[src/logic/ex_macros.svh]
`ifndef EX_MACROS_SVH
`define EX_MACROS_SVH

// Operand and result width
`define EX_DATA_W   32

// Destination register address width
`define EX_ADDR_W   5

// Low bits of rs that give the shift amount
`define EX_SHAMT_W  5

// Operation code width
`define EX_OP_W     5

`endif

[src/logic/ex_mul.sv]
`timescale 1ns/1ps
`include "ex_macros.svh"

module ex_mul (
    input  logic [`EX_DATA_W-1:0]    reg1_i,
    input  logic [`EX_DATA_W-1:0]    reg2_i,
    input  logic                     mul_signed_i,
    output logic [2*`EX_DATA_W-1:0]  product_o
);

    logic                    neg1;
    logic                    neg2;
    logic [`EX_DATA_W-1:0]   mag1;
    logic [`EX_DATA_W-1:0]   mag2;
    logic [2*`EX_DATA_W-1:0] mag_prod;

    // Sign bits only count for signed multiplies
    assign neg1 = mul_signed_i && reg1_i[`EX_DATA_W-1];
    assign neg2 = mul_signed_i && reg2_i[`EX_DATA_W-1];

    assign mag1 = neg1 ? -reg1_i : reg1_i;
    assign mag2 = neg2 ? -reg2_i : reg2_i;

    // Unsigned multiply of the magnitudes
    assign mag_prod = {{`EX_DATA_W{1'b0}}, mag1} * {{`EX_DATA_W{1'b0}}, mag2};

    // Negate back when the signs differ
    assign product_o = (neg1 ^ neg2) ? -mag_prod : mag_prod;

endmodule

[config.mk]
export PLATFORM = sky130hd
export DESIGN_NAME = ex_mul
export DESIGN_NICKNAME = d
export VERILOG_FILES = /design/src/logic/ex_mul.sv
export VERILOG_INCLUDE_DIRS = /design/src /design/src/logic
export SDC_FILE = /design/constraint.sdc
export NUM_CORES = 2
export LEC_CHECK = 0
export ABC_CLOCK_PERIOD_IN_PS = 18350
export BUFFER_PORTS_ARGS = -buffer_cell sky130_fd_sc_hd__clkbuf_2
export CAP_MARGIN = 20
export CORE_ASPECT_RATIO = 1.5
export CORE_UTILIZATION = 65
export DETAILED_ROUTE_END_ITERATION = 8
export PLACE_DENSITY = 0.84
export SYNTH_ARGS = -nofsm -noshare
export SYNTH_HDL_FRONTEND = slang
export SYNTH_SLANG_ARGS = --single-unit
[constraint.sdc]
create_clock -name vclk -period 18.35
set_input_delay 0.9175 -clock vclk [all_inputs]
set_output_delay 0.9175 -clock vclk [all_outputs]
set_load 0.05 [all_outputs]
==> flow_metrics.env <==
export IMPL_status="finished, final reports clean"
export IMPL_final_hold_viol_count=0
export IMPL_fp_dieH_um=292
export IMPL_slew_headroom_pct=24.0
export IMPL_post_cts_setup_buffers=0
export IMPL_rows=105
export IMPL_drv_slew=0
export IMPL_via_per_inst=6.30
export IMPL_rsz0062_at_grt="false"
export IMPL_cap_violations=0
export IMPL_nFlopsAndLatches=0
export IMPL_synthTopCellsByArea="fa_1, inv_1, ha_1, nor2_1, nand2_1"
export IMPL_end_kind="primary output"
export IMPL_ys_seq_area_share_pct=0
export IMPL_drt_iter0_drc=3480
export IMPL_track_usage_pct=45.2
export IMPL_num_vias=32083
export IMPL_synth_top_cell_by_area="fa_1"
export IMPL_synth_top_area_share_pct=49.3
export IMPL_syn_area_per_cell_um2=8.37
export IMPL_wl_um=124000
export IMPL_dieArea_um2=56900
export IMPL_clock_buffers=0
export IMPL_io_buffers=129
export IMPL_synthCells=4346
export IMPL_ys_types=104
export IMPL_place_area_um2=38200
export IMPL_first_global_vias=34527
export IMPL_die_w_um=195
export IMPL_layout_nets=5614
export IMPL_fin_cells=5089
export IMPL_overflow=0
export IMPL_nFillCells=4210
export IMPL_drc=0
export IMPL_syn_nets=5573
export IMPL_drive_gt1_share_pct=7.82
export IMPL_io_pins=129
export IMPL_crit_type="in -> out"
export IMPL_ys_top_cells_by_count="fa_1, inv_1, nor2_1"
export IMPL_core_area_um2=55000
export IMPL_design_area_um2=38300
export IMPL_antenna_found_initial=8
export IMPL_place_congestion=1.12
export IMPL_fin_crit_sh_pct=76.5
export IMPL_finalSetupViolCount=0
export IMPL_synth_warnings=0
export IMPL_multi_input_comb_area_um2=32600
export IMPL_dr_pass1_iters=9
export IMPL_crit_path_frequent_cell="fa_1"
export IMPL_synthMostInstantiatedCell="fa_1"
export IMPL_synth_area_um2=36400
export IMPL_max_stage_delay_ns=0.61
export IMPL_start_util_pct=66.1
export IMPL_register_area_um2=0
export IMPL_crit_slowest_cell="nor4_1"
export IMPL_worstPathRequired_ns=17.43
export IMPL_post_cts_resized=0
export IMPL_max_slew_worst_pin_slew_ns=1.13
export IMPL_period_needed_ns=14.05
export IMPL_grt_max_degree=33
export IMPL_crit_fanout=14
export IMPL_final_antenna_net_count=0
export IMPL_dp_cells=5075
export IMPL_route_detailed_wl_per_inst_um=24.4
export IMPL_grt_pass1_wl_um=192000
export IMPL_hpwl_um=101000
export IMPL_fmax_mhz=71.2
export IMPL_cts_hold_buf=0
export IMPL_area_growth_pct=5.31
export IMPL_finalSetupTns_ns=0
export IMPL_cp_arrival_ns=13.13
export IMPL_cp_start_kind="primary input"
export IMPL_hp_class="in -> out"
==> cell families (layout without fill, tap and decap cells) <==
| kind of cell | count (synthesis) | in the layout | share of synthesized area [%] |
|---|---|---|---|
| compound gates | 393 | 393 | 7.44 |
| xor+xnor | 212 | 212 | 5.15 |
| fa+ha+maj | 1162 | 1162 | 58.5 |
| buf+inv | 1096 | 1135 | 11.4 |
| mux | 6 | 6 | 0.172 |
| other cells | 0 | 9 | 0 |
| simple gates | 1477 | 1477 | 17.3 |
==> path summary, 6_finish.rpt <==
check               startpoint             to  slack (ns)  cells after the start
setup / recovery     reg1_i[0]  product_o[63]        4.30                     39
hold / removal    mul_signed_i  product_o[61]        2.68                      5
==> final cells by class <==
type               instances  share of cell area, %
diodes                     9                 0.0588
inverters                894                   8.76
multi-input cells       3250                   85.0
well taps                695                   2.27
repair buffers           241                   3.95
==> cell usage in the layout, fill, tap and decap left out, types with 20 or more instances in the layout <==
cell type  synthesis  routed
inv_1            894     894
fa_1             896     896
xor2_1            94      77
and2_1            36      36
nor2_1           653     653
xnor2_1          116      95
nand2b_1          20      20
nand3_1           21      21
o21a_1            20      20
buf_4              1     110
a21o_1            25      25
nand2_1          580     580
clkbuf_2           1     129
ha_1             266     266
a21oi_1          110     110
o21ai_0           72      71
nand4_1           22      22
nor3_1            33      33
==> stage by stage <==
stage	setup WS (ns)	utilization (%)	hold WS [ns]
floorplan	5.89	-	2.09
global placement	4.59	69.4	2.63
detailed placement	4.50	69.4	2.63
CTS	4.46	69.4	2.63
global route	3.78	69.6	2.69
finish	4.30	69.6	2.68
==> metal layers <==
layer  vias up  GRT usage [%]  wire length (um)
met5         -           1.03                83
met4         4           38.6             14500
met3       914           13.1             16100
met2      2480           71.1             55400
met1     15532           50.5             37900
li1      13153              -                 -
==> critical path: cells and delay by family <==
kind | cells | cell delay, ns
adder cells (fa/ha/maj) | 9 | 4.47
buffers and inverters | 10 | 1.47
AO/OA/AOI/OAI | 4 | 1.44
XOR/XNOR | 2 | 0.60
AND/OR/NAND/NOR | 14 | 4.21
Power is left out: the tool's default activity adds up to more than one toggle a clock period on the data nets, which glitch-free logic cannot reach.
