--- src/logic/ex_macros.svh ---
`ifndef EX_MACROS_SVH
`define EX_MACROS_SVH

// Operand and result width
`define EX_DATA_W   32

// Destination register address width
`define EX_ADDR_W   5

// Low bits of rs that give the shift amount
`define EX_SHAMT_W  5

// Operation code width
`define EX_OP_W     5

`endif

--- src/logic/ex_pkg.sv ---
`include "ex_macros.svh"

package ex_pkg;

    // Execute operations in encoding order
    typedef enum logic [`EX_OP_W-1:0] {
        OP_NOP,
        OP_AND,
        OP_OR,
        OP_XOR,
        OP_NOR,
        OP_SLL,
        OP_SRL,
        OP_SRA,
        OP_ADD,     // Traps on signed overflow
        OP_ADDU,
        OP_SUB,     // Traps on signed overflow
        OP_SUBU,
        OP_SLT,
        OP_SLTU,
        OP_CLZ,
        OP_CLO,
        OP_MOVZ,    // Condition resolved upstream through wreg
        OP_MOVN,
        OP_MFHI,
        OP_MFLO,
        OP_MTHI,
        OP_MTLO,
        OP_MUL,     // Low product word to register
        OP_MULT,
        OP_MULTU
    } alu_op_e;

    // Result class of the write-back word
    typedef enum logic [2:0] {
        RES_NONE,
        RES_LOGIC,
        RES_SHIFT,
        RES_ARITH,
        RES_MOVE,
        RES_MUL
    } res_sel_e;

    typedef enum logic [1:0] {
        HILO_NONE,
        HILO_PRODUCT,   // Full 64-bit product
        HILO_HI,
        HILO_LO
    } hilo_wr_e;

endpackage

--- src/logic/ex_result.sv ---
`timescale 1ns/1ps
`include "ex_macros.svh"

module ex_result import ex_pkg::*; (
    input  logic                     clk_i,
    input  logic                     arst_n_i,
    input  res_sel_e                 res_sel_i,
    input  logic [`EX_DATA_W-1:0]    alu_res_i,
    input  logic [2*`EX_DATA_W-1:0]  product_i,
    input  logic [`EX_DATA_W-1:0]    reg1_i,
    input  logic                     ovf_i,
    input  logic                     ovf_trap_i,
    input  hilo_wr_e                 hilo_wr_i,
    input  logic                     mf_hi_i,
    input  logic                     mf_lo_i,
    input  logic                     wreg_i,
    input  logic [`EX_ADDR_W-1:0]    waddr_i,
    output logic                     wreg_o,
    output logic [`EX_ADDR_W-1:0]    waddr_o,
    output logic [`EX_DATA_W-1:0]    wdata_o
);

    logic [`EX_DATA_W-1:0] hi_q;
    logic [`EX_DATA_W-1:0] lo_q;
    logic [`EX_DATA_W-1:0] wdata_d;
    logic                  wreg_d;

    always_comb begin
        case (res_sel_i)
            RES_LOGIC, RES_SHIFT, RES_ARITH: wdata_d = alu_res_i;
            RES_MOVE: begin
                if (mf_hi_i) begin
                    wdata_d = hi_q;
                end else if (mf_lo_i) begin
                    wdata_d = lo_q;
                end else begin
                    wdata_d = reg1_i;       // MOVZ and MOVN
                end
            end
            RES_MUL: wdata_d = product_i[`EX_DATA_W-1:0];
            default: wdata_d = '0;
        endcase
    end

    // Trapped overflow cancels the write
    assign wreg_d = wreg_i && !(ovf_i && ovf_trap_i);

    always_ff @(posedge clk_i or negedge arst_n_i) begin
        if (!arst_n_i) begin
            wreg_o  <= 1'b0;
            waddr_o <= '0;
            wdata_o <= '0;
        end else begin
            wreg_o  <= wreg_d;
            waddr_o <= waddr_i;
            wdata_o <= wdata_d;
        end
    end

    // HI/LO written on the same edge as the result
    always_ff @(posedge clk_i or negedge arst_n_i) begin
        if (!arst_n_i) begin
            hi_q <= '0;
            lo_q <= '0;
        end else begin
            case (hilo_wr_i)
                HILO_PRODUCT: begin
                    hi_q <= product_i[2*`EX_DATA_W-1:`EX_DATA_W];
                    lo_q <= product_i[`EX_DATA_W-1:0];
                end
                HILO_HI: hi_q <= reg1_i;
                HILO_LO: lo_q <= reg1_i;
                default: ;
            endcase
        end
    end

    assert property (@(posedge clk_i) disable iff (!arst_n_i)
        (ovf_i && ovf_trap_i) |=> !wreg_o)
        else $error("ex_result: register write not cancelled after overflow");

endmodule

--- config.mk ---
export PLATFORM = sky130hd
export DESIGN_NAME = ex_result
export DESIGN_NICKNAME = d
export VERILOG_FILES = /design/src/logic/ex_pkg.sv /design/src/logic/ex_result.sv
export VERILOG_INCLUDE_DIRS = /design/src /design/src/logic
export SDC_FILE = /design/constraint.sdc
export NUM_CORES = 1
export LEC_CHECK = 0
export BUFFER_PORTS_ARGS = -buffer_cell sky130_fd_sc_hd__buf_2
export CORE_MARGIN = 5
export CORE_UTILIZATION = 51
export DETAILED_ROUTE_END_ITERATION = 6
export PLACE_DENSITY = 0.85
export SLEW_MARGIN = 5
export SYNTH_ARGS = -nofsm -noshare
export SYNTH_HDL_FRONTEND = slang
export SYNTH_SLANG_ARGS = --single-unit
--- constraint.sdc ---
create_clock -name clk_i -period 1.35 [get_ports clk_i]
set_clock_uncertainty 0.1 [all_clocks]
set_input_delay 0.27 -clock clk_i [delete_from_list [all_inputs] [get_ports clk_i]]
set_output_delay 0.27 -clock clk_i [all_outputs]
set_load 0.05 [all_outputs]
==> results_dict.tcl <==
set metrics [dict create \
    run_status "finished clean" \
    slew_violations 0 \
    gr-usage-all-layers 0.232 \
    n_antenna_cell 0 \
    fin_area_um2 6980 \
    synth_area_leaders "dfrtp_1, mux2i_1, mux2_4, o21ai_0, nand2_1" \
    dieArea_um2 12500 \
    io_pins 183 \
    ys_seq_area_frac 0.483 \
    fp.dieW_um 112 \
    grt_start_max_net_pins 57 \
    place_area_um2 6510 \
    setup.worst_path.start_class "flop" \
    slowest_delay_ns 0.37 \
    core_region_area_um2 10200 \
    hold_path_depth 3 \
    post-synth-top-count-cell "dfrtp_1" \
    cts_sinks 102 \
    powerDensity_nw_per_um2 1150 \
    vias 4332 \
    hpwlAfterDp_um 10500 \
    grt_pass1_wl_um 23300 \
    grt_pass1_vias 4729 \
    clk_path_buf_depth 2 \
    setup_violations 0 \
    critPathSlowestCell "dfrtp_1" \
    leakage_nw 3.38 \
    via_per_inst 5.44 \
    insertion_delay_ns 0.38 \
    worstMarginPinSlew_ns 0.311 \
    hold_end "wdata_o[14]" \
    crit_family "flip-flops" \
    synth_fp_nets 620 \
    post_cts_buffers 0 \
    drtIter0Drc 302 \
    first_pass_iters 6 \
    numCtsBuffers 9 \
    synth_top_area_share 0.483 \
    area_growth_pct 32.1 \
    drive_gt1_frac 0.386 \
    avgSynthCellArea_um2 11.2 \
    path_cells "clkbuf_4" \
    htreeDepth 3 \
    r2r-start "lo_q[23]" \
    wl_per_cell_um 18.0 \
    min_period_ns 1.31 \
    regToRegEndpoint "wdata_o[23]" \
    clk_pin_slew_ns 0.10 \
    synthCells 472 \
    hp-class "input port to flop" \
    critPathArrivalTime_ns 0.94 \
    drt_wl_total_um 14400 \
    cp-end-kind "output pin" \
    rsz0062_at_grt "no" \
    ant_nets 0 \
    cap_violations 0 \
    cts_root_buf "clkbuf_8" \
    netlist_area_um2 5290 \
    ys.flop_type "dfrtp_1" \
    synth_common_cells "dfrtp_1, mux2i_1, nand2_1, o21ai_0, o21ai_1" \
    start_util 0.517 \
    synth_edf_count 0 \
    critPathKind "flop to output pin" \
    finalCritPeriodShare 0.973 \
    cts_tree "done" \
    crit_buf_inv 1 \
    maxSlewHeadroom 0.793 \
    reg2regPathDepth 3 \
    antenna_found_initial 0 \
    port-buffer-count 182 \
    crit_fanout 1 \
    nNetsFinal 803 \
    r2r_setup_slack_ns 0.23 \
    postSynth.asyncResetShare 1.00 \
    rows 37 \
    synth-seq-cells 102 \
    required_ns 0.98 \
    grt-ovfl-total 0 \
    peakVddDrop_mv 0.663 \
    yosys.area.top_type "dfrtp_1" \
    hold_viol_final 0 \
    fmax_mhz 761 \
    finalCoreUtilization 0.683 \
    min_from "alu_res_i[14]" \
    drc 0 \
    synth.distinct_cells 22 \
    gp_congestion 0.821 \
    die_h_um 112 \
    ys_warn_count 0 \
]
## registers in the layout (all words and copies together), names as in the netlist
signal and count:
hi_q 32, lo_q 32, waddr_o 5, wdata_o 32
wreg_o 1
## report_power, final
group	internal, mW	total [mW]	switching (mW)
logic	0.927	2.04	1.11
registers	3.43	3.63	0.197
clock network	1.28	2.33	1.05
## cell usage in the layout, fill, tap and decap left out
cell type      Yosys  layout
ha_2               0       3
dlygate4sd3_1      0       8
clkinv_2           0       2
nand2b_1           1       1
dfrtp_1          102     102
buf_6              1      13
and3b_1            1       1
o21ba_2            1       1
mux2_1             1       1
o21ai_0           64      64
buf_2             10     143
a21boi_0           1       1
nor2b_1            1       1
buf_4              9      28
buf_12             3      18
a32oi_1            1       1
clkbuf_8           0      10
clkbuf_4           0       2
mux2_2             1       1
clkinv_4           0       1
mux2_4            30      30
a22oi_1           31      31
bufinv_16          0       3
inv_1              2       2
nand2_1           64      64
mux2i_1           96      96
o21ai_1           32      32
## timing repair
action | CTS | global route
pin swaps | 0 | 0
gates resized for setup | 25 | 38
hold buffers | 8 | 0
hold endpoints to repair | 108 | 0
endpoints found under the setup margin | 24 | 26
## metal layers
metal	routed length (um)	part of all wire	GRT usage	vias to the layer above
met5	0	0	0	-
li1	-	-	-	2045
met2	7320	0.51	0.397	170
met1	5750	0.40	0.286	2090
met4	310	0.022	0.0860	0
met3	970	0.068	0.0549	27
## area by class of cell
type | count | area, um2
clock inverters | 6 | 109
fillers | 763 | 3250
well taps | 136 | 170
clock buffers | 10 | 138
flip-flops and latches | 102 | 2550
inverters | 2 | 7.51
multi-input cells | 328 | 2480
repair buffers | 212 | 1530
## how the worst max path moves through the flow
stage	from	end	slack, ns	cells after the start
finish	wdata_o[21]	wdata_o[21]	0.04	1
CTS	wdata_o[29]	wdata_o[29]	0.0004	1
global route	wdata_o[26]	wdata_o[26]	0.0003	1
detailed placement	hilo_wr_i[0]	hi_q[12]	-0.14	6
floorplan	hilo_wr_i[0]	hi_q[23]	0.07	6
global placement	mf_lo_i	wdata_o[25]	-0.03	5
## per-stage QoR
stage	power [mW]	cells	worst slack [ns]	TNS (ns)	hold slack [ns]
after CTS	8.02	796	0.000404	0	0.0153
after global routing	8.38	796	0.000288	0	0.0216
after floorplan	4.87	472	0.0675	0	-0.126
after global placement	5.53	772	-0.0274	-0.378	0.183
after detailed placement	5.62	772	-0.136	-3.59	0.188
final	8.00	796	0.0364	0	0.0316
## kinds of logic (layout without fill, tap and decap cells)
logic type / Yosys count / in the layout / synth area share
flip-flops: 102 / 102 / 0.483
AO/OA/AOI/OAI: 130 / 130 / 0.140
AND/OR/NAND/NOR: 67 / 67 / 0.0495
multiplexers: 128 / 128 / 0.271
adder cells (fa/ha/maj): 3 / 3 / 0.00710
buffers and inverters: 42 / 230 / 0.0492
No activity file was read; power rests on OpenSTA's default activity.
