$ cat src/logic/ex_macros.svh
`ifndef EX_MACROS_SVH
`define EX_MACROS_SVH

// Operand and result width
`define EX_DATA_W   32

// Destination register address width
`define EX_ADDR_W   5

// Low bits of rs that give the shift amount
`define EX_SHAMT_W  5

// Operation code width
`define EX_OP_W     5

`endif

$ cat src/logic/ex_pkg.sv
`include "ex_macros.svh"

package ex_pkg;

    // Execute operations in encoding order
    typedef enum logic [`EX_OP_W-1:0] {
        OP_NOP,
        OP_AND,
        OP_OR,
        OP_XOR,
        OP_NOR,
        OP_SLL,
        OP_SRL,
        OP_SRA,
        OP_ADD,     // Traps on signed overflow
        OP_ADDU,
        OP_SUB,     // Traps on signed overflow
        OP_SUBU,
        OP_SLT,
        OP_SLTU,
        OP_CLZ,
        OP_CLO,
        OP_MOVZ,    // Condition resolved upstream through wreg
        OP_MOVN,
        OP_MFHI,
        OP_MFLO,
        OP_MTHI,
        OP_MTLO,
        OP_MUL,     // Low product word to register
        OP_MULT,
        OP_MULTU
    } alu_op_e;

    // Result class of the write-back word
    typedef enum logic [2:0] {
        RES_NONE,
        RES_LOGIC,
        RES_SHIFT,
        RES_ARITH,
        RES_MOVE,
        RES_MUL
    } res_sel_e;

    typedef enum logic [1:0] {
        HILO_NONE,
        HILO_PRODUCT,   // Full 64-bit product
        HILO_HI,
        HILO_LO
    } hilo_wr_e;

endpackage

$ cat src/logic/ex_alu.sv
`timescale 1ns/1ps
`include "ex_macros.svh"

module ex_alu import ex_pkg::*; (
    input  alu_op_e                alu_fn_i,
    input  logic [`EX_DATA_W-1:0]  reg1_i,     // rs
    input  logic [`EX_DATA_W-1:0]  reg2_i,     // rt
    input  logic                   sub_en_i,
    input  logic                   cmp_signed_i,
    input  logic                   cnt_ones_i,
    output logic [`EX_DATA_W-1:0]  alu_res_o,
    output logic                   ovf_o
);

    logic [`EX_DATA_W-1:0]  reg2_mux;
    logic [`EX_DATA_W-1:0]  sum;
    logic [`EX_SHAMT_W-1:0] shamt;
    logic                   reg1_lt_reg2;
    logic [`EX_DATA_W-1:0]  cnt_word;
    logic [`EX_DATA_W-1:0]  lead_cnt;

    assign shamt    = reg1_i[`EX_SHAMT_W-1:0];
    assign reg2_mux = sub_en_i ? -reg2_i : reg2_i;   // Two's complement for subtract
    assign sum      = reg1_i + reg2_mux;

    // Equal operand signs but a sum of the other sign
    assign ovf_o = (reg1_i[`EX_DATA_W-1] == reg2_mux[`EX_DATA_W-1]) &&
                   (sum[`EX_DATA_W-1] != reg1_i[`EX_DATA_W-1]);

    // Signed compare relies on sub_en being high for SLT
    always_comb begin
        if (cmp_signed_i) begin
            reg1_lt_reg2 = (reg1_i[`EX_DATA_W-1] && !reg2_i[`EX_DATA_W-1]) ||
                           ((reg1_i[`EX_DATA_W-1] == reg2_i[`EX_DATA_W-1]) &&
                            sum[`EX_DATA_W-1]);
        end else begin
            reg1_lt_reg2 = (reg1_i < reg2_i);
        end
    end

    // Leading ones become leading zeros after inversion
    assign cnt_word = cnt_ones_i ? ~reg1_i : reg1_i;

    always_comb begin
        lead_cnt = `EX_DATA_W;              // All zero word
        for (int i = 0; i < `EX_DATA_W; i++) begin
            if (cnt_word[i]) begin
                lead_cnt = `EX_DATA_W - 1 - i;  // Highest set bit wins
            end
        end
    end

    always_comb begin
        case (alu_fn_i)
            OP_AND:  alu_res_o = reg1_i & reg2_i;
            OP_OR:   alu_res_o = reg1_i | reg2_i;
            OP_XOR:  alu_res_o = reg1_i ^ reg2_i;
            OP_NOR:  alu_res_o = ~(reg1_i | reg2_i);
            OP_SLL:  alu_res_o = reg2_i << shamt;
            OP_SRL:  alu_res_o = reg2_i >> shamt;
            OP_SRA:  alu_res_o = $signed(reg2_i) >>> shamt;
            OP_ADD, OP_ADDU, OP_SUB, OP_SUBU: begin
                alu_res_o = sum;
            end
            OP_SLT, OP_SLTU: begin
                alu_res_o = {{(`EX_DATA_W-1){1'b0}}, reg1_lt_reg2};
            end
            OP_CLZ, OP_CLO: begin
                alu_res_o = lead_cnt;
            end
            default: alu_res_o = '0;
        endcase
    end

endmodule

$ cat config.mk
export PLATFORM = sky130hd
export DESIGN_NAME = ex_alu
export DESIGN_NICKNAME = d
export VERILOG_FILES = /design/src/logic/ex_pkg.sv /design/src/logic/ex_alu.sv
export VERILOG_INCLUDE_DIRS = /design/src /design/src/logic
export SDC_FILE = /design/constraint.sdc
export NUM_CORES = 1
export LEC_CHECK = 0
export BUFFER_PORTS_ARGS = -buffer_cell sky130_fd_sc_hd__buf_2
export CORE_MARGIN = 5
export CORE_UTILIZATION = 50
export DETAILED_ROUTE_END_ITERATION = 6
export GPL_ROUTABILITY_DRIVEN = 0
export MAX_ROUTING_LAYER = met4
export PLACE_DENSITY_LB_ADDON = 0.08
export SYNTH_ARGS = -nofsm -noshare
export SYNTH_HDL_FRONTEND = slang
export SYNTH_SLANG_ARGS = --single-unit
$ cat constraint.sdc
create_clock -name vclk -period 3.1
set_input_delay 0.155 -clock vclk [all_inputs]
set_output_delay 0.155 -clock vclk [all_outputs]
set_load 0.02 [all_outputs]
==> results of run 1 <==
==> stage by stage <==
| stage | hold WS, ns | setup TNS (ns) | cells | setup slack [ns] |
|---|---|---|---|---|
| floorplan | 0.5855 | -0.6436 | 1335 | -0.1548 |
| global placement | 0.8548 | -12.13 | 1778 | -0.6845 |
| detailed placement | 0.8522 | -14.07 | 1778 | -0.8386 |
| CTS | 0.8389 | -6.334 | 1795 | -0.4509 |
| global route | 0.8974 | -11.78 | 1821 | -0.6658 |
| finish | 0.8669 | -8.521 | 1821 | -0.5028 |
==> per-layer routing <==
layer  track usage, %  share of wire (%)
met3            6.551                 12
met2            60.20                 43
met4            23.79                8.6
met1            50.64                 37
met5                -                  0
==> worst min-delay path, delay by kind of cell <==
family | cells | cell delay [ns]
AO/OA/AOI/OAI | 2 | 0.21
buffers and inverters | 2 | 0.27
AND/OR/NAND/NOR | 1 | 0.07
==> cell usage after synthesis (all sizes together) (18+ instances only) <==
cell type | instances | share of area, %
nor2 | 159 | 6.3
ha | 127 | 17
o21ai | 116 | 6.1
a21oi | 100 | 5.2
inv | 94 | 3.7
nand2 | 88 | 3.5
clkbuf | 73 | 2.9
mux4 | 67 | 16
xnor2 | 40 | 3.7
mux2i | 39 | 4.1
nor3 | 37 | 1.9
buf | 30 | 1.9
nand3 | 28 | 1.5
a221oi | 24 | 2.2
a21o | 20 | 1.6
nand2b | 18 | 1.2
==> area by class of cell <==
class,count,area [um^2]
Multi-Input combinational cell,1135,9673
Fill cell,1528,5688
Timing Repair Buffer,354,2734
Inverter,97,377.9
Tap cell,234,292.8
Antenna cell,1,2.502
==> cell families after synthesis <==
| family | Yosys count | share of synthesized area [%] |
|---|---|---|
| adders and majority gates | 128 | 16.81 |
| and+or+nand+nor | 414 | 20.10 |
| xor gates and xnor gates | 45 | 4.197 |
| AOI/OAI and AO/OA | 439 | 30.00 |
| buffers and inverters | 200 | 8.617 |
| muxes | 109 | 20.28 |
==> path summary, 6_finish.rpt <==
path	startpoint	to	slack (ns)
hold / removal	cmp_signed_i	alu_res_o[0]	0.87
setup / recovery	reg2_i[9]	alu_res_o[0]	-0.50
==> timing repair <==
item	4_1_cts	5_1_grt
gates resized for setup	156	114
pin swaps	87	68
hold endpoints to repair	0	0
buffers inserted	19	27
endpoints found under the setup margin	26	29
==> results.yml, run 1 <==
die:
  die_area_mm2: 0.02200
  start_util_pct: 50.99
  placementRows: 50
  core-area_mm2: 0.01877
  die_w_um: 148.3
  pin_count: 105
  die_height_um: 148.3
critical_path:
  start_kind: "input pin"
  crit_path_max_incr_delay_ns: 0.36
  crit_arrival_ns: 3.45
  cp_cell_sequence: "buf_2 -> nor4_4 -> nand3_2 -> or2_4 -> nand2b_4 -> o31ai_4 -> xnor2_1 -> ha_2 -> a21o_1 -> a21o_1 -> a21o_1 -> a21o_1 -> a21oi_2 -> o31ai_4 -> xnor2_2 -> o211ai_1 -> buf_4"
  critPathKind: "in -> out"
  cp.depth: 17
  end_kind: "primary output"
  required_ns: 2.94
  critPathSlowestCell: "nor4_4"
  path_buf_inv: 2
  crit_family: "compound AO/OA/AOI/OAI gates"
  timing.critical_path.mode_cell: "a21o_1"
  crit_fanout: 4
timing:
  rsz0062_at_grt: "yes"
  finalSetupViolCount: 25
  slew_headroom_pct: 27.83
  slew_viol_final: 0
  worst_pin_slew_ns: 1.074
  period_share_pct: 116.2
  worst_slack_ns: -0.5028
  fmax_mhz: 277.6
  fin_crit_ns: 3.603
  hold_viol: 0
synth:
  syn_inst: 1335
  yosysWarnings: 0
  syn_nets: 1535
  yosysUniqueCellTypes: 77
  avgSynthCellArea_um2: 7.168
  seq_area_frac_synth_pct: 0
  synth_area_mm2: 0.009569
cts:
  cts_hold_buf: 0
global_route:
  grt_pass1_wl_um: 67550
  grt_pass1_vias: 11699
  grt_usage_pct: 40.00
  grt_max_degree: 60
  antenna_found_initial: 1
  grt_overflow_total: 0
place:
  dp_hpwl_um: 34520
  postPlaceCellArea_mm2: 0.01168
  portBuffers: 105
hold_path:
  hold_path.class: "in -> out"
  hold_depth: 5
routing:
  via_per_inst: 6.935
  drt_iter0_drc: 1937
  antenna_left: 0
  routed-via-count: 12629
  post-route-drc-count: 0
  first_pass_iters: 6
  wl_um: 45540
  wl_per_cell_um: 25.01
cells_and_area:
  drive_gt1_share_pct: 36.38
  clock_buffers: 0
  layout_common_cells: "buf_4, nor2_1, ha_1, inv_1, a21oi_1"
  stdcell_area_mm2: 0.01308
  area_delta_synth_final_pct: 36.69
  final_util_pct: 69.69
  nNetsFinal: 1788
  regArea_um2: 0
  layout_commonest_cell: "buf_4"
  seq_cell_count: 0
flow_run:
  max_cap_viol_count: 0
outcome:
  status: "finished with violations"
  failed_checks: "negative setup slack"
==> run 2, diff against run 1 <==
--- a/config.mk
+++ b/config.mk
@@ -6,6 +6,7 @@
 export SDC_FILE = /design/constraint.sdc
 export NUM_CORES = 1
 export LEC_CHECK = 0
+export ABC_AREA = 1
 export BUFFER_PORTS_ARGS = -buffer_cell sky130_fd_sc_hd__buf_2
 export CORE_MARGIN = 5
 export CORE_UTILIZATION = 50
==> results.yml, run 2 <==
outcome:
  status: "finished with violations"
  failed_checks: "design-rule violations, negative setup slack"
timing:
  hold_ws_ns: 0.7326
  rsz0062_at_grt: "yes"
  worst_slack_ns: -0.8817
  tns_ns: -12.58
  slew_viol_final: 0
  finalSetupViolCount: 22
  hold_viol: 0
  fin_crit_ns: 3.982
  fmax_mhz: 251.2
  worst_pin_slew_ns: 0.8280
  slew_headroom_pct: 43.37
  period_share_pct: 128.4
power_and_ir_drop:
  power.leakage_nw: 6.123
  p_total_mw: 2.478
  power_density_mw_per_mm2: 203.0
  ir_drop_v: 0.0001543
die:
  start_util_pct: 51.21
  die_w_um: 143.3
  placementRows: 48
  pin_count: 105
  die_area_mm2: 0.02054
  die_height_um: 143.3
  core-area_mm2: 0.01736
cells_and_area:
  antenna_cells: 0
  layout_common_cells: "nand2_1, buf_4, inv_1, nor2_1, ha_1"
  clock_buffers: 0
  area_delta_synth_final_pct: 37.29
  fill_cells: 1550
  seq_cell_count: 0
  layout_commonest_cell: "nand2_1"
  drive_gt1_share_pct: 26.77
  regArea_um2: 0
  nNetsFinal: 2077
  stdcell_area_mm2: 0.01220
  stdcell_count: 2100
global_route:
  grt_usage_pct: 39.79
  grt_pass1_wl_um: 63470
  grt_pass1_vias: 11830
  grt_max_degree: 76
  grt_overflow_total: 0
  antenna_found_initial: 0
synth:
  synth_top_family_by_area: "compound AO/OA/AOI/OAI gates"
  seq_area_frac_synth_pct: 0
  syn_nets: 1822
  yosysWarnings: 0
  avgSynthCellArea_um2: 5.480
  synth_area_mm2: 0.008889
  synth_area_leaders: "ha_1, nand2_1, inv_1"
  synthTopCellsByCount: "nand2_1, inv_1, a21oi_1, nor2_1, o21ai_0"
  yosysUniqueCellTypes: 53
  synthXorXnorAreaFrac_pct: 6.180
  synth_most_common_cell: "nand2_1"
  synthMuxAreaShare_pct: 1.464
  synth_compound_area_share_pct: 31.17
  syn_inst: 1622
  yosysTopAreaCell: "ha_1"
  synthAdderAreaFrac_pct: 18.10
  synth_top_area_share_pct: 17.88
  synthSimpleGateAreaFrac_pct: 30.69
critical_path:
  critPathKind: "in -> out"
  end_kind: "primary output"
  crit_arrival_ns: 3.83
  crit_fanout: 4
  start_kind: "input pin"
  required_ns: 2.94
place:
  dp_hpwl_um: 32830
  postPlaceCellArea_mm2: 0.01096
  portBuffers: 105
  dpl.cell_count: 2066
routing:
  drt_iter0_drc: 1846
  post-route-drc-count: 111
  first_pass_iters: 7
  wl_um: 42150
  antenna_left: 0
  via_per_inst: 6.102
  wl_per_cell_um: 20.07
  routed-via-count: 12814
flow_run:
  max_cap_viol_count: 0
hold_path:
  hold_depth: 5
  hold_path.class: "in -> out"
cts:
  cts_hold_buf: 0
run 2: cell types whose count changed after synthesis, moves of 26 or more:
cell	before	now
nand2_1	88	416
inv_1	93	194
o21ai_1	6	48
mux4_2	65	0
mux2i_1	39	13
a21oi_1	100	141
run 2: area by class of cell:
type,count,area (um^2),area share (%)
multi-input combinational,1331,8593,70.42
timing repair buffer,331,2497,20.47
inverter,213,830.8,6.808
tap,225,281.5,2.307
run 2: worst paths after layout:
path / from / end
min: cmp_signed_i / alu_res_o[0]
max: reg2_i[6] / alu_res_o[28]
run 2: per-layer routing:
layer | part of all wire, % | GRT usage, % | vias up
met4 | 4.8 | 11.15 | 0
met5 | 0 | - | -
li1 | - | - | 5991
met2 | 42 | 60.14 | 819
met1 | 40 | 51.72 | 5808
met3 | 13 | 11.81 | 196
run 2: kinds of logic after synthesis:
kind of cell / count (synthesis)
AND/OR/NAND/NOR: 662
AO/OA/AOI/OAI: 467
buffers and inverters: 291
adder cells (fa/ha/maj): 128
XOR/XNOR: 61
multiplexers: 13
run 2: worst max-delay path, cell delays in order:
cell	delay [ns]
buf_6	0.10
nor2_4	0.19
nand3_4	0.11
buf_6	0.14
nor4_4	0.25
nand3_2	0.15
nor3_4	0.18
buf_4	0.15
buf_6	0.08
nor2_2	0.03
xor2_1	0.19
ha_2	0.32
a21oi_1	0.21
inv_1	0.13
a31oi_4	0.19
nand2_4	0.11
nand2_2	0.07
nand2_2	0.08
a21oi_4	0.22
o21ai_4	0.10
nand3_1	0.09
nand2_1	0.09
nand2_1	0.07
nand2_1	0.08
o21ai_4	0.16
buf_4	0.15
run 2: repair_timing:
item | in CTS | in global routing
setup endpoints to repair | 25 | 29
buffers inserted | 38 | 21
pin swaps | 46 | 64
gates resized for setup | 139 | 116
run 2: metrics by stage:
| stage | utilization [%] | worst slack [ns] |
|---|---|---|
| after global routing | 70.31 | -1.090 |
| after detailed placement | 63.16 | -1.204 |
| after global placement | 63.16 | -1.063 |
| after floorplan | - | -0.3743 |
| after CTS | 67.83 | -0.9049 |
| final | 70.31 | -0.8817 |
run 2: report_power, final:
part	internal [mW]	switching [mW]
clock	0	0
combinational	0.998	1.48
sequential	0	0
total	0.998	1.48
(Power assumes the default switching activity.)
==> run 3, diff against run 2 <==
--- a/config.mk
+++ b/config.mk
@@ -12,7 +12,6 @@
 export CORE_UTILIZATION = 50
 export DETAILED_ROUTE_END_ITERATION = 6
 export GPL_ROUTABILITY_DRIVEN = 0
-export MAX_ROUTING_LAYER = met4
 export PLACE_DENSITY_LB_ADDON = 0.08
 export SYNTH_ARGS = -nofsm -noshare
 export SYNTH_HDL_FRONTEND = slang
==> results.yml, run 3 (synthesis results as in run 2) <==
outcome:
  status: "finished with violations"
  failed_checks: "design-rule violations, negative setup slack"
cells_and_area:
  layout_commonest_cell: "nand2_1"
  nNetsFinal: 2075
  fill_cells: 1595
  drive_gt1_share_pct: 26.05
  area_delta_synth_final_pct: 35.46
  antenna_cells: 0
  clock_buffers: 0
  regArea_um2: 0
  layout_common_cells: "nand2_1, buf_4, inv_1, nor2_1, ha_1"
  seq_cell_count: 0
die:
  placementRows: 48
  start_util_pct: 51.21
  core-area_mm2: 0.01736
  pin_count: 105
  die_w_um: 143.3
  die_height_um: 143.3
  die_area_mm2: 0.02054
routing:
  routed-via-count: 12711
  via_per_inst: 6.059
  drt_iter0_drc: 1969
  antenna_left: 0
  first_pass_iters: 7
  wl_per_cell_um: 19.86
  wl_um: 41670
  post-route-drc-count: 102
critical_path:
  critPathSlowestCell: "ha_2"
  required_ns: 2.94
  crit_arrival_ns: 3.82
  critPathLaunch: "reg2_i[1]"
  timing.critical_path.mode_cell: "nand2_1"
  end_kind: "primary output"
  critPathKind: "in -> out"
  start_kind: "input pin"
  crit_path_max_incr_delay_ns: 0.34
  crit_fanout: 4
global_route:
  grt_max_degree: 76
  grt_pass1_wl_um: 63530
  grt_overflow_total: 0
  grtUsageMet2_pct: 59.67
  top_usage_layer: "met2"
  grt_usage_pct: 38.76
  met3_usage_pct: 12.71
  grt_pass1_vias: 11836
  use_met1_pct: 51.60
  antenna_found_initial: 0
flow_run:
  max_cap_viol_count: 0
hold_path:
  min_from: "cmp_signed_i"
  whs_endpoint: "alu_res_o[0]"
  hold_depth: 5
  hold_path.class: "in -> out"
timing:
  slew_headroom_pct: 49.07
  slew_viol_final: 0
  worst_slack_ns: -0.8771
  tns_ns: -12.14
  fmax_mhz: 251.4
  period_share_pct: 128.3
  worst_pin_slew_ns: 0.7447
  rsz0062_at_grt: "yes"
  hold_viol: 0
  fin_crit_ns: 3.977
  finalSetupViolCount: 22
place:
  portBuffers: 105
  dp_hpwl_um: 32830
power_and_ir_drop:
  power_density_mw_per_mm2: 198.8
  power.leakage_nw: 6.093
  ir_drop_v: 0.0001580
  p_total_mw: 2.394
## run 3: worst max path at each step
stage,slack [ns],to,depth (start not counted)
CTS,-0.90,alu_res_o[31],27
floorplan,-0.37,alu_res_o[0],26
detailed placement,-1.20,ovf_o,27
finish,-0.88,alu_res_o[28],27
global route,-1.13,ovf_o,27
global placement,-1.06,alu_res_o[31],27
## run 3: worst max-delay path: cells and delay by family
kind | cells | cell delay, ns
buf+inv | 6 | 0.74
simple gates | 16 | 2.00
fa+ha+maj | 1 | 0.34
compound gates | 3 | 0.40
xor+xnor | 1 | 0.17
## run 3: repair_timing
action / 4_1_cts / 5_1_grt
hold buffers: 0 / 0
gates resized for setup: 139 / 83
setup buffers: 38 / 17
pin swaps: 46 / 44
endpoints found under the setup margin: 25 / 29
## run 3: power breakdown
group	total (mW)	internal [mW]	leakage, nW	switching, mW
Combinational	2.39	0.959	6.09	1.43
Sequential	0	0	0	0
Clock	0	0	0	0
Total	2.39	0.959	6.09	1.43
## run 3: cell type report
class,count,area (um^2),share of cell area [%]
repair buffers,329,2451,20.36
multi-input cells,1331,8477,70.40
inverters,213,830.8,6.900
well taps,225,281.5,2.338
## run 3: metal layers
metal | share of wire, % | wire [um]
met5 | 0.11 | 46
met4 | 4.3 | 1796
met3 | 15 | 6062
met2 | 42 | 17580
met1 | 39 | 16190
## run 3: metrics by stage
step | hold slack (ns) | setup slack [ns] | cells | util (%) | instance area, um^2
finish | 0.7312 | -0.8771 | 2098 | 69.37 | 12040
global route | 0.7494 | -1.128 | 2098 | 69.37 | 12040
CTS | 0.7217 | -0.9049 | 2099 | 67.83 | 11770
detailed placement | 0.7520 | -1.204 | 2066 | 63.16 | 10960
global placement | 0.7439 | -1.063 | 2066 | 63.16 | 10960
floorplan | 0.5363 | -0.3743 | 1622 | - | 9041
